<file path="config.mk">
export PLATFORM = sky130hd
export DESIGN_NAME = elevatorTop
export DESIGN_NICKNAME = d
export VERILOG_FILES = /design/src/design/elevatorPkg.sv /design/src/design/lcdHostIf.sv /design/src/design/elevatorTop.sv /design/src/design/lcdWriteCycle.sv /design/src/design/lcdMessageSequencer.sv /design/src/design/segmentPanel.sv /design/src/design/carMotion.sv /design/src/design/floorRequestLatch.sv
export SDC_FILE = /design/constraint.sdc
export NUM_CORES = 1
export LEC_CHECK = 0
export BUFFER_PORTS_ARGS = -buffer_cell sky130_fd_sc_hd__buf_4
export CORE_ASPECT_RATIO = 1.1
export CORE_UTILIZATION = 30
export DETAILED_ROUTE_END_ITERATION = 8
export SLEW_MARGIN = 10
export SYNTH_ARGS = -nofsm -noshare
export SYNTH_HDL_FRONTEND = slang
export SYNTH_HIERARCHICAL = 1
export SYNTH_SLANG_ARGS = --single-unit
</file>
<file path="constraint.sdc">
create_clock -name iCLK -period 4.7 [get_ports iCLK]
set_input_delay 0.94 -clock iCLK [delete_from_list [all_inputs] [get_ports iCLK]]
set_output_delay 0.94 -clock iCLK [all_outputs]
set_load 0.05 [all_outputs]
</file>
<file path="src/design/elevatorPkg.sv">
package elevatorPkg;

	localparam int numFloors = 4; // Real floors 1 to 4

	typedef logic [3:0] floorT; // 0 = no floor yet

	typedef enum logic [1:0]
	{
		dirIdle = 2'd0,
		dirUp   = 2'd1,
		dirDown = 2'd2
	} dirT;

	// Seven-segment panel, segments active low
	typedef logic [6:0] segT;
	typedef logic [27:0] dirPatternT; // Four digits of segT

	localparam segT segDash = 7'b1111110; // Middle bar only
	localparam segT segDigits [1:numFloors] = '{
		7'b1001111, // 1
		7'b0010010, // 2
		7'b0000110, // 3
		7'b1001100  // 4
	};

	localparam dirPatternT patUp   = 28'b1111111111111100110001000001; // UP
	localparam dirPatternT patDown = 28'b0011000100000100010010000001; // DOWN
	localparam dirPatternT patIdle = 28'b0001001000000111111111111111; // Standing

	// Character LCD
	typedef logic [7:0] lcdByteT;
	typedef logic [8:0] lcdEntryT; // {rs, byte}
	typedef logic [5:0] lcdIndexT;

	localparam int lcdInitLen = 5;
	localparam int lcdLineLen = 16;
	localparam int lcdMsgLen  = lcdInitLen + lcdLineLen + 1 + lcdLineLen; // 38 entries

	typedef logic [8*lcdLineLen-1:0] lcdLineT; // First character in the top byte

	localparam lcdByteT lcdInitCmds [0:lcdInitLen-1] = '{
		8'h38, // 8-bit bus, two lines
		8'h0C, // Display on, no cursor
		8'h01, // Clear
		8'h06, // Entry mode, increment
		8'h80  // Home on line 1
	};
	localparam lcdByteT lcdLine2Cmd = 8'hC0; // Cursor to line 2

	// Line texts; r and c are replaced by the request and current floor
	localparam lcdLineT txtUp    = " GOING UP TO (r)";
	localparam lcdLineT txtDown  = " GOING DOWN TO r";
	localparam lcdLineT txtAt    = " AT FLOOR (c) :)";
	localparam lcdLineT txtBlank = "                ";

	localparam int lcdEnableCycles = 16; // Enable pulse stretch

	// Board defaults, about 1.3 s per floor at 50 MHz
	localparam int defTravelCycles = 2 ** 26;
	localparam int defHoldCycles   = 'h3FFFE; // Pause after each LCD byte

endpackage
</file>
<file path="src/design/lcdHostIf.sv">
`timescale 1ns/10ps

interface lcdHostIf;
	import elevatorPkg::*;

	lcdByteT data; // Byte for the LCD
	logic    rs;   // 0 command, 1 character
	logic    start; // Held high until done
	logic    done;  // Set when the enable pulse ends

	modport host
	(
		output data, rs, start,
		input  done
	);

	modport device
	(
		input  data, rs, start,
		output done
	);

endinterface

</file>
<file path="src/design/elevatorTop.sv">
`timescale 1ns/10ps

module elevatorTop #(
	parameter int travelCycles = elevatorPkg::defTravelCycles, // Cycles per floor
	parameter int holdCycles   = elevatorPkg::defHoldCycles    // Pause between LCD entries
)
(
	input  logic                            iCLK,
	input  logic                            rstN,
	input  logic [elevatorPkg::numFloors-1:0] floorSwitch, // Switch 0 = floor 1
	input  logic                            callKey,          // Push-button, asynchronous
	output elevatorPkg::segT                requestSeg,
	output elevatorPkg::segT                currentSeg,
	output elevatorPkg::dirPatternT         directionPattern,
	output elevatorPkg::lcdByteT            lcdData,
	output logic                            lcdEn,
	output logic                            lcdRs
);
	import elevatorPkg::*;

	floorT requestFloor; // Latched target
	floorT currentFloor; // Where the car is
	dirT   direction;

	lcdHostIf lcdBus(); // Sequencer to write controller

	floorRequestLatch requestLatch_i
	(
		.iCLK         (iCLK),
		.rstN         (rstN),
		.floorSwitch  (floorSwitch),
		.callKey      (callKey),
		.requestFloor (requestFloor)
	);

	carMotion #(.travelCycles(travelCycles)) car_i
	(
		.iCLK         (iCLK),
		.rstN         (rstN),
		.requestFloor (requestFloor),
		.currentFloor (currentFloor),
		.direction    (direction)
	);

	segmentPanel panel_i
	(
		.requestFloor     (requestFloor),
		.currentFloor     (currentFloor),
		.direction        (direction),
		.requestSeg       (requestSeg),
		.currentSeg       (currentSeg),
		.directionPattern (directionPattern)
	);

	lcdMessageSequencer #(.holdCycles(holdCycles)) lcdSeq_i
	(
		.iCLK         (iCLK),
		.rstN         (rstN),
		.requestFloor (requestFloor),
		.currentFloor (currentFloor),
		.direction    (direction),
		.lcd          (lcdBus.host)
	);

	lcdWriteCycle lcdWrite_i
	(
		.iCLK    (iCLK),
		.rstN    (rstN),
		.lcd     (lcdBus.device),
		.lcdData (lcdData),
		.lcdEn   (lcdEn),
		.lcdRs   (lcdRs)
	);

endmodule

</file>
<file path="src/design/lcdWriteCycle.sv">
`timescale 1ns/10ps

module lcdWriteCycle
(
	input  logic                 iCLK,
	input  logic                 rstN,
	lcdHostIf.device             lcd,
	output elevatorPkg::lcdByteT lcdData,
	output logic                 lcdEn,  // Write strobe to the LCD
	output logic                 lcdRs
);
	import elevatorPkg::*;

	typedef enum logic [1:0]
	{
		wcIdle,   // Wait for a start edge
		wcSetup,  // Data and rs settle
		wcEnable, // Raise enable
		wcHold    // Stretch enable
	} wcStateT;

	wcStateT                              wcState;
	logic                                 startPrev;
	logic                                 startEdge;
	logic [$clog2(lcdEnableCycles+1)-1:0] enCount; // Enable high time

	assign startEdge = lcd.start & ~startPrev;

	// Data and rs go straight to the pins
	assign lcdData = lcd.data;
	assign lcdRs   = lcd.rs;

	always_ff @(posedge iCLK)
	begin
		if (!rstN)
		begin
			wcState   <= wcIdle;
			startPrev <= 1'b0;
			enCount   <= '0;
			lcdEn     <= 1'b0;
			lcd.done  <= 1'b0;
		end
		else
		begin
			startPrev <= lcd.start;
			case (wcState)
				wcIdle:
				begin
					if (startEdge)
					begin
						lcd.done <= 1'b0; // New write in progress
						wcState  <= wcSetup;
					end
				end
				wcSetup: wcState <= wcEnable;
				wcEnable:
				begin
					lcdEn   <= 1'b1;
					enCount <= '0;
					wcState <= wcHold;
				end
				default:
				begin
					if (enCount == $bits(enCount)'(lcdEnableCycles))
					begin
						lcdEn    <= 1'b0; // Falling edge latches the byte
						lcd.done <= 1'b1;
						wcState  <= wcIdle;
					end
					else
						enCount <= enCount + 1'b1;
				end
			endcase
		end
	end

endmodule

</file>
<file path="src/design/lcdMessageSequencer.sv">
`timescale 1ns/10ps

module lcdMessageSequencer #(
	parameter int holdCycles = elevatorPkg::defHoldCycles // Pause after each entry
)
(
	input  logic               iCLK,
	input  logic               rstN,
	input  elevatorPkg::floorT requestFloor,
	input  elevatorPkg::floorT currentFloor,
	input  elevatorPkg::dirT   direction,
	lcdHostIf.host             lcd
);
	import elevatorPkg::*;

	typedef enum logic [2:0]
	{
		seqFetch,   // Sample the entry
		seqStart,   // Raise start, wait for done to clear
		seqWait,    // Wait for the write to finish
		seqHold,    // Pause
		seqAdvance  // Next index
	} seqStateT;

	seqStateT                        seqState;
	lcdIndexT                        msgIndex;  // Entry 0 to 37
	logic [$clog2(holdCycles+1)-1:0] holdCount;
	lcdEntryT                        msgEntry;  // Entry at msgIndex, live
	lcdEntryT                        entryReg;  // Entry being written
	lcdLineT                         line1Text;
	lcdLineT                         line2Text;

	// ASCII digit for a floor, colon for no floor
	function automatic lcdByteT floorChar(input floorT floorNum);
		lcdByteT ch;
		if (floorNum >= 4'd1 && floorNum <= floorT'(numFloors))
			ch = 8'h30 + {4'h0, floorNum};
		else
			ch = 8'h3A; // ':'
		return ch;
	endfunction

	// Character pos of a line with the floor placeholders filled in
	function automatic lcdByteT lineChar(input lcdLineT text, input lcdIndexT pos,
		input floorT reqFloor, input floorT curFloor);
		lcdByteT ch;
		ch = text[8*(lcdLineLen-1-int'(pos)) +: 8];
		if (ch == "r")
			ch = floorChar(reqFloor);
		else if (ch == "c")
			ch = floorChar(curFloor);
		return ch;
	endfunction

	// Screen text depends on direction
	always_comb
	begin
		case (direction)
			dirUp:
			begin
				line1Text = txtUp;
				line2Text = txtAt;
			end
			dirDown:
			begin
				line1Text = txtDown;
				line2Text = txtAt;
			end
			default:
			begin
				line1Text = txtAt; // Idle shows the floor on top
				line2Text = txtBlank;
			end
		endcase
	end

	// Init commands, line 1, line change, line 2
	always_comb
	begin
		if (msgIndex < lcdIndexT'(lcdInitLen))
			msgEntry = {1'b0, lcdInitCmds[msgIndex[2:0]]};
		else if (msgIndex < lcdIndexT'(lcdInitLen + lcdLineLen))
			msgEntry = {1'b1, lineChar(line1Text, msgIndex - lcdIndexT'(lcdInitLen),
				requestFloor, currentFloor)};
		else if (msgIndex == lcdIndexT'(lcdInitLen + lcdLineLen))
			msgEntry = {1'b0, lcdLine2Cmd};
		else
			msgEntry = {1'b1, lineChar(line2Text, msgIndex - lcdIndexT'(lcdInitLen + lcdLineLen + 1),
				requestFloor, currentFloor)};
	end

	assign lcd.data = entryReg[7:0];
	assign lcd.rs   = entryReg[8];

	always_ff @(posedge iCLK)
		if (seqState == seqFetch)
			entryReg <= msgEntry; // Floors frozen for this entry

	always_ff @(posedge iCLK)
	begin
		if (!rstN)
		begin
			seqState  <= seqFetch;
			msgIndex  <= '0;
			holdCount <= '0;
			lcd.start <= 1'b0;
		end
		else
		begin
			case (seqState)
				seqFetch: seqState <= seqStart;
				seqStart:
				begin
					lcd.start <= 1'b1;
					if (!lcd.done)
						seqState <= seqWait; // Old done is gone
				end
				seqWait:
				begin
					if (lcd.done)
					begin
						lcd.start <= 1'b0;
						seqState  <= seqHold;
					end
				end
				seqHold:
				begin
					if (holdCount == $bits(holdCount)'(holdCycles - 1))
					begin
						holdCount <= '0;
						seqState  <= seqAdvance;
					end
					else
						holdCount <= holdCount + 1'b1;
				end
				default:
				begin
					if (msgIndex == lcdIndexT'(lcdMsgLen - 1))
						msgIndex <= '0; // Rewrite the whole screen
					else
						msgIndex <= msgIndex + 1'b1;
					seqState <= seqFetch;
				end
			endcase
		end
	end

endmodule

</file>
<file path="src/design/segmentPanel.sv">
`timescale 1ns/10ps

module segmentPanel
(
	input  elevatorPkg::floorT      requestFloor,
	input  elevatorPkg::floorT      currentFloor,
	input  elevatorPkg::dirT        direction,
	output elevatorPkg::segT        requestSeg,       // Request digit
	output elevatorPkg::segT        currentSeg,       // Current digit
	output elevatorPkg::dirPatternT directionPattern  // Four-digit word
);
	import elevatorPkg::*;

	// Digit code for a floor, dash for 0 or anything out of range
	function automatic segT floorToSeg(input floorT floorNum);
		segT code;
		if (floorNum >= 4'd1 && floorNum <= floorT'(numFloors))
			code = segDigits[floorNum];
		else
			code = segDash;
		return code;
	endfunction

	assign requestSeg = floorToSeg(requestFloor);
	assign currentSeg = floorToSeg(currentFloor);

	always_comb
	begin
		case (direction)
			dirUp:   directionPattern = patUp;
			dirDown: directionPattern = patDown;
			default: directionPattern = patIdle; // Idle and unused code
		endcase
	end

endmodule

</file>
<file path="src/design/carMotion.sv">
`timescale 1ns/10ps

module carMotion #(
	parameter int travelCycles = elevatorPkg::defTravelCycles // Cycles per floor step
)
(
	input  logic               iCLK,
	input  logic               rstN,
	input  elevatorPkg::floorT requestFloor,
	output elevatorPkg::floorT currentFloor,
	output elevatorPkg::dirT   direction
);
	import elevatorPkg::*;

	logic [$clog2(travelCycles+1)-1:0] travelTimer; // Cycles spent on this step
	logic                              stepDue;     // Timer at its last count

	assign stepDue = (travelTimer == $bits(travelTimer)'(travelCycles - 1));

	// Target compared every cycle, so a new request redirects the car at once
	always_ff @(posedge iCLK)
	begin
		if (!rstN)
		begin
			currentFloor <= '0; // Reset floor
			direction    <= dirIdle;
			travelTimer  <= '0;
		end
		else if (requestFloor > currentFloor)
		begin
			direction <= dirUp;
			if (stepDue)
			begin
				currentFloor <= currentFloor + 4'd1; // One floor up
				travelTimer  <= '0; // Restart for next floor
			end
			else
				travelTimer <= travelTimer + 1'b1;
		end
		else if (requestFloor < currentFloor)
		begin
			direction <= dirDown;
			if (stepDue)
			begin
				currentFloor <= currentFloor - 4'd1; // One floor down
				travelTimer  <= '0;
			end
			else
				travelTimer <= travelTimer + 1'b1;
		end
		else
		begin
			direction   <= dirIdle; // Arrived
			travelTimer <= '0;
		end
	end

endmodule

</file>
<file path="src/design/floorRequestLatch.sv">
`timescale 1ns/10ps

module floorRequestLatch
(
	input  logic                              iCLK,
	input  logic                              rstN,
	input  logic [elevatorPkg::numFloors-1:0] floorSwitch, // Bit i selects floor i+1
	input  logic                              callKey,     // Raw push-button
	output elevatorPkg::floorT                requestFloor
);
	import elevatorPkg::*;

	logic [1:0] keySync; // Two-stage synchronizer
	logic       keyPrev; // Last synchronized level
	logic       keyRise; // One cycle per press
	floorT      pickFloor; // Candidate from the switches

	assign keyRise = keySync[1] & ~keyPrev;

	// Lowest switch wins, so scan from the top down
	always_comb
	begin
		pickFloor = requestFloor; // No switch set, keep request
		for (int i = numFloors - 1; i >= 0; i--)
		begin
			if (floorSwitch[i])
				pickFloor = floorT'(i + 1);
		end
	end

	always_ff @(posedge iCLK)
	begin
		if (!rstN)
		begin
			keySync      <= 2'b00;
			keyPrev      <= 1'b0;
			requestFloor <= '0; // No floor yet
		end
		else
		begin
			keySync <= {keySync[0], callKey}; // Shift in raw key
			keyPrev <= keySync[1];
			if (keyRise)
				requestFloor <= pickFloor; // Load on press only
		end
	end

endmodule

</file>
==> flow_metrics.tcl <==
set metrics [dict create \
    reg2reg_to "lcdSeq_i/entryReg[0]" \
    max_cap_violations 0 \
    grt.overflow.total 0 \
    worstHoldStart "requestLatch_i/keySync[0]" \
    cts_tree "built" \
    design.core.area_um2 20000 \
    yosys.area.top_type "dfxtp_1" \
    grt_pass1_wl_um 22800 \
    wl_um 13300 \
    layout-drive-gt1-share 0.135 \
    crit_arrival_ns 4.42 \
    vias_per_cell 5.04 \
    timing.hold.ws_ns 0.435 \
    hold_viol_final 0 \
    syn-cell-area_um2 6180 \
    clockBufferDepth 2 \
    internal_power_mw 1.41 \
    worstHoldPathType "reg -> reg" \
    gr-usage-all-layers 0.129 \
    grt_max_degree 48 \
    n_antenna_cell 0 \
    postCtsHoldBufs 0 \
    finClkSkew_ns 0.0115 \
    area.growth.synth_to_final_pct 10.1 \
    die-area_um2 21200 \
    switching_share 0.327 \
    slew_violations 0 \
    synth_enable_flop_cells 9 \
    worstMarginPinSlew_ns 1.05 \
    crit_required_ns 4.79 \
    postCtsSetupBuffers 0 \
    ff2ff_setup_slack_ns 0.37 \
    synth_top_area_frac 0.249 \
    criticalPathCategory "reg -> reg" \
    ys_types 90 \
    cts_made_buffers 9 \
    dr.pass1.iters 7 \
    min_path_cells 1 \
    vdd_drop_max_v 0.000185 \
    routabilityCongestion 0.908 \
    rsz0062_at_grt "false" \
    h-tree-depth 3 \
    ioPinCount 59 \
    avgSynthCellArea_um2 8.06 \
    synth_area_leaders "dfxtp_1 25%, ha_1 6.1%, buf_4 5.0%" \
    clk_pin_slew_ns 0.07 \
    async_flop_share 0 \
    setup_viol 0 \
    powerDensity_nw_per_um2 307 \
    power_frac_seq 0.391 \
    maxSlewHeadroom 0.292 \
    synth_ff_type "dfxtp_1" \
    pwr-share-clk 0.366 \
    period_needed_ns 4.33 \
    cts.sinks 86 \
    ys_seq_area_frac 0.293 \
    timing.final.crit_share 0.921 \
    cts_root_buf "clkbuf_16" \
    synthTopCellsByCount "77 x dfxtp_1, 76 x nor2_1, 62 x nand2_1" \
    synth_cells 767 \
    leakage_nw 2.60 \
    final_net_count 806 \
    worstSetupEndpointType "register" \
    drc 0 \
    num_vias 5161 \
    p_sw_mw 0.684 \
    placed_cells 1009 \
    ant_nets 0 \
    fp.dieW_um 139 \
    routedWlPerCell_um 13.0 \
    path_max_fanout 23 \
    yosysWarnings 6 \
    holdPathEnd "requestLatch_i/keySync[1]" \
    io_buffers 54 \
    regToRegStartpoint "lcdSeq_i/msgIndex[1]" \
    power_frac_comb 0.243 \
    hpwl_um 9650 \
    synth_most_common_cell "dfxtp_1" \
    rows 54 \
    fmax_ghz 0.231 \
    start_util 0.309 \
    cts_resized 0 \
    grt_pass1_vias 4828 \
    status "finished clean" \
    die_y_um 153 \
    setup_tns_ns 0 \
    layout.cells.non_filler 1025 \
    cp-start-kind "register" \
    antenna_found_initial 0 \
    crit_start "lcdSeq_i/msgIndex[1]" \
    rr_worst_depth 9 \
    drt_iter0_markers 302 \
    ys_ff_latch 86 \
    clock_latency_ns 0.35 \
]
-- how the worst max path moves through the flow --
stage                           endpoint  slack, ns  cells past startpoint
CTS                 lcdSeq_i/entryReg[0]       0.39                      9
detailed placement  lcdSeq_i/entryReg[0]       0.41                      9
finish              lcdSeq_i/entryReg[0]       0.37                      9
global placement    lcdSeq_i/entryReg[0]       0.48                      9
floorplan           lcdSeq_i/entryReg[0]       1.15                     12
global route        lcdSeq_i/entryReg[0]        0.1                      9
-- cell usage in the layout (no fill, tap or decap), drive strengths merged, types with 9 or more instances in the layout --
| cell | instances |
|---|---|
| a21oi | 44 |
| and2 | 15 |
| and3 | 15 |
| buf | 59 |
| clkbuf | 10 |
| dfxtp | 77 |
| edfxtp | 9 |
| ha | 30 |
| inv | 40 |
| mux2i | 11 |
| nand2 | 62 |
| nand2b | 13 |
| nand3 | 28 |
| nand4 | 19 |
| nor2 | 76 |
| nor2b | 15 |
| nor3 | 24 |
| o21ai | 36 |
| or3 | 9 |
| xnor2 | 13 |
| xor2 | 30 |
-- power groups by stage --
stage          Clock, mW  Combinational [mW]  Sequential [mW]
2_1_floorplan          0               0.450            0.823
3_3_place_gp           0               0.506            0.833
3_5_place_dp           0               0.510            0.835
4_1_cts            0.790               0.512            0.818
5_1_grt            0.817               0.556            0.824
6_report           0.765               0.508            0.818
-- cell type report --
cell class / instances / area (um2)
Inverter: 37 / 139
Clock inverter: 6 / 72.6
Sequential cell: 86 / 1810
Tap cell: 252 / 315
Fill cell: 2119 / 13200
Timing Repair Buffer: 59 / 443
Multi-Input combinational cell: 575 / 3780
Clock buffer: 10 / 250
-- sequential cells by signal (all words and copies together), names as in the netlist --
name,cells
lcdWrite_i/startPrev,1
lcdSeq_i/seqState,3
requestLatch_i/keySync,2
lcdWrite_i/lcdEn,1
car_i/currentFloor,4
lcdWrite_i/lcd.done,1
car_i/travelTimer,27
requestLatch_i/keyPrev,1
requestLatch_i/requestFloor,3
lcdSeq_i/lcd.start,1
lcdWrite_i/wcState,2
lcdSeq_i/entryReg,9
lcdSeq_i/holdCount,18
car_i/direction,2
lcdWrite_i/enCount,5
lcdSeq_i/msgIndex,6
-- routing by layer --
layer,GRT usage,wire (um),vias up
li1,-,-,2669
met2,0.215,6280,101
met4,0.0487,214,0
met1,0.164,6330,2375
met3,0.0239,516,16
met5,0,0,-
-- worst max-delay path: stages (launching register included) --
cell     delay [ns]
dfxtp_1        0.63
inv_1          0.27
ha_1           0.78
inv_1          0.22
and3_1         0.22
o311a_1        0.30
nor4b_1        0.34
or4b_1         0.61
or3_1          0.41
a221o_1        0.30
-- kinds of logic (layout without fill, tap and decap cells) --
family	Yosys count	after routing	share of synthesized area
flip-flops	86	86	0.293
AND/OR/NAND/NOR	319	319	0.278
multiplexers	14	14	0.0233
other	2	5	0.00121
buffers and inverters	109	112	0.0978
AO/OA/AOI/OAI	162	162	0.173
adder cells (fa/ha/maj)	31	31	0.0640
XOR/XNOR	44	44	0.0700
-- through the flow --
stage	utilization	power [mW]	area [um2]	setup WS (ns)
6_report	0.340	2.09	6810	0.373
5_1_grt	0.340	2.20	6810	0.0995
4_1_cts	0.340	2.12	6810	0.395
3_5_place_dp	0.324	1.34	6490	0.405
3_3_place_gp	0.324	1.34	6490	0.482
2_1_floorplan	-	1.27	6190	1.15
Power figures use the tool's default switching activity.
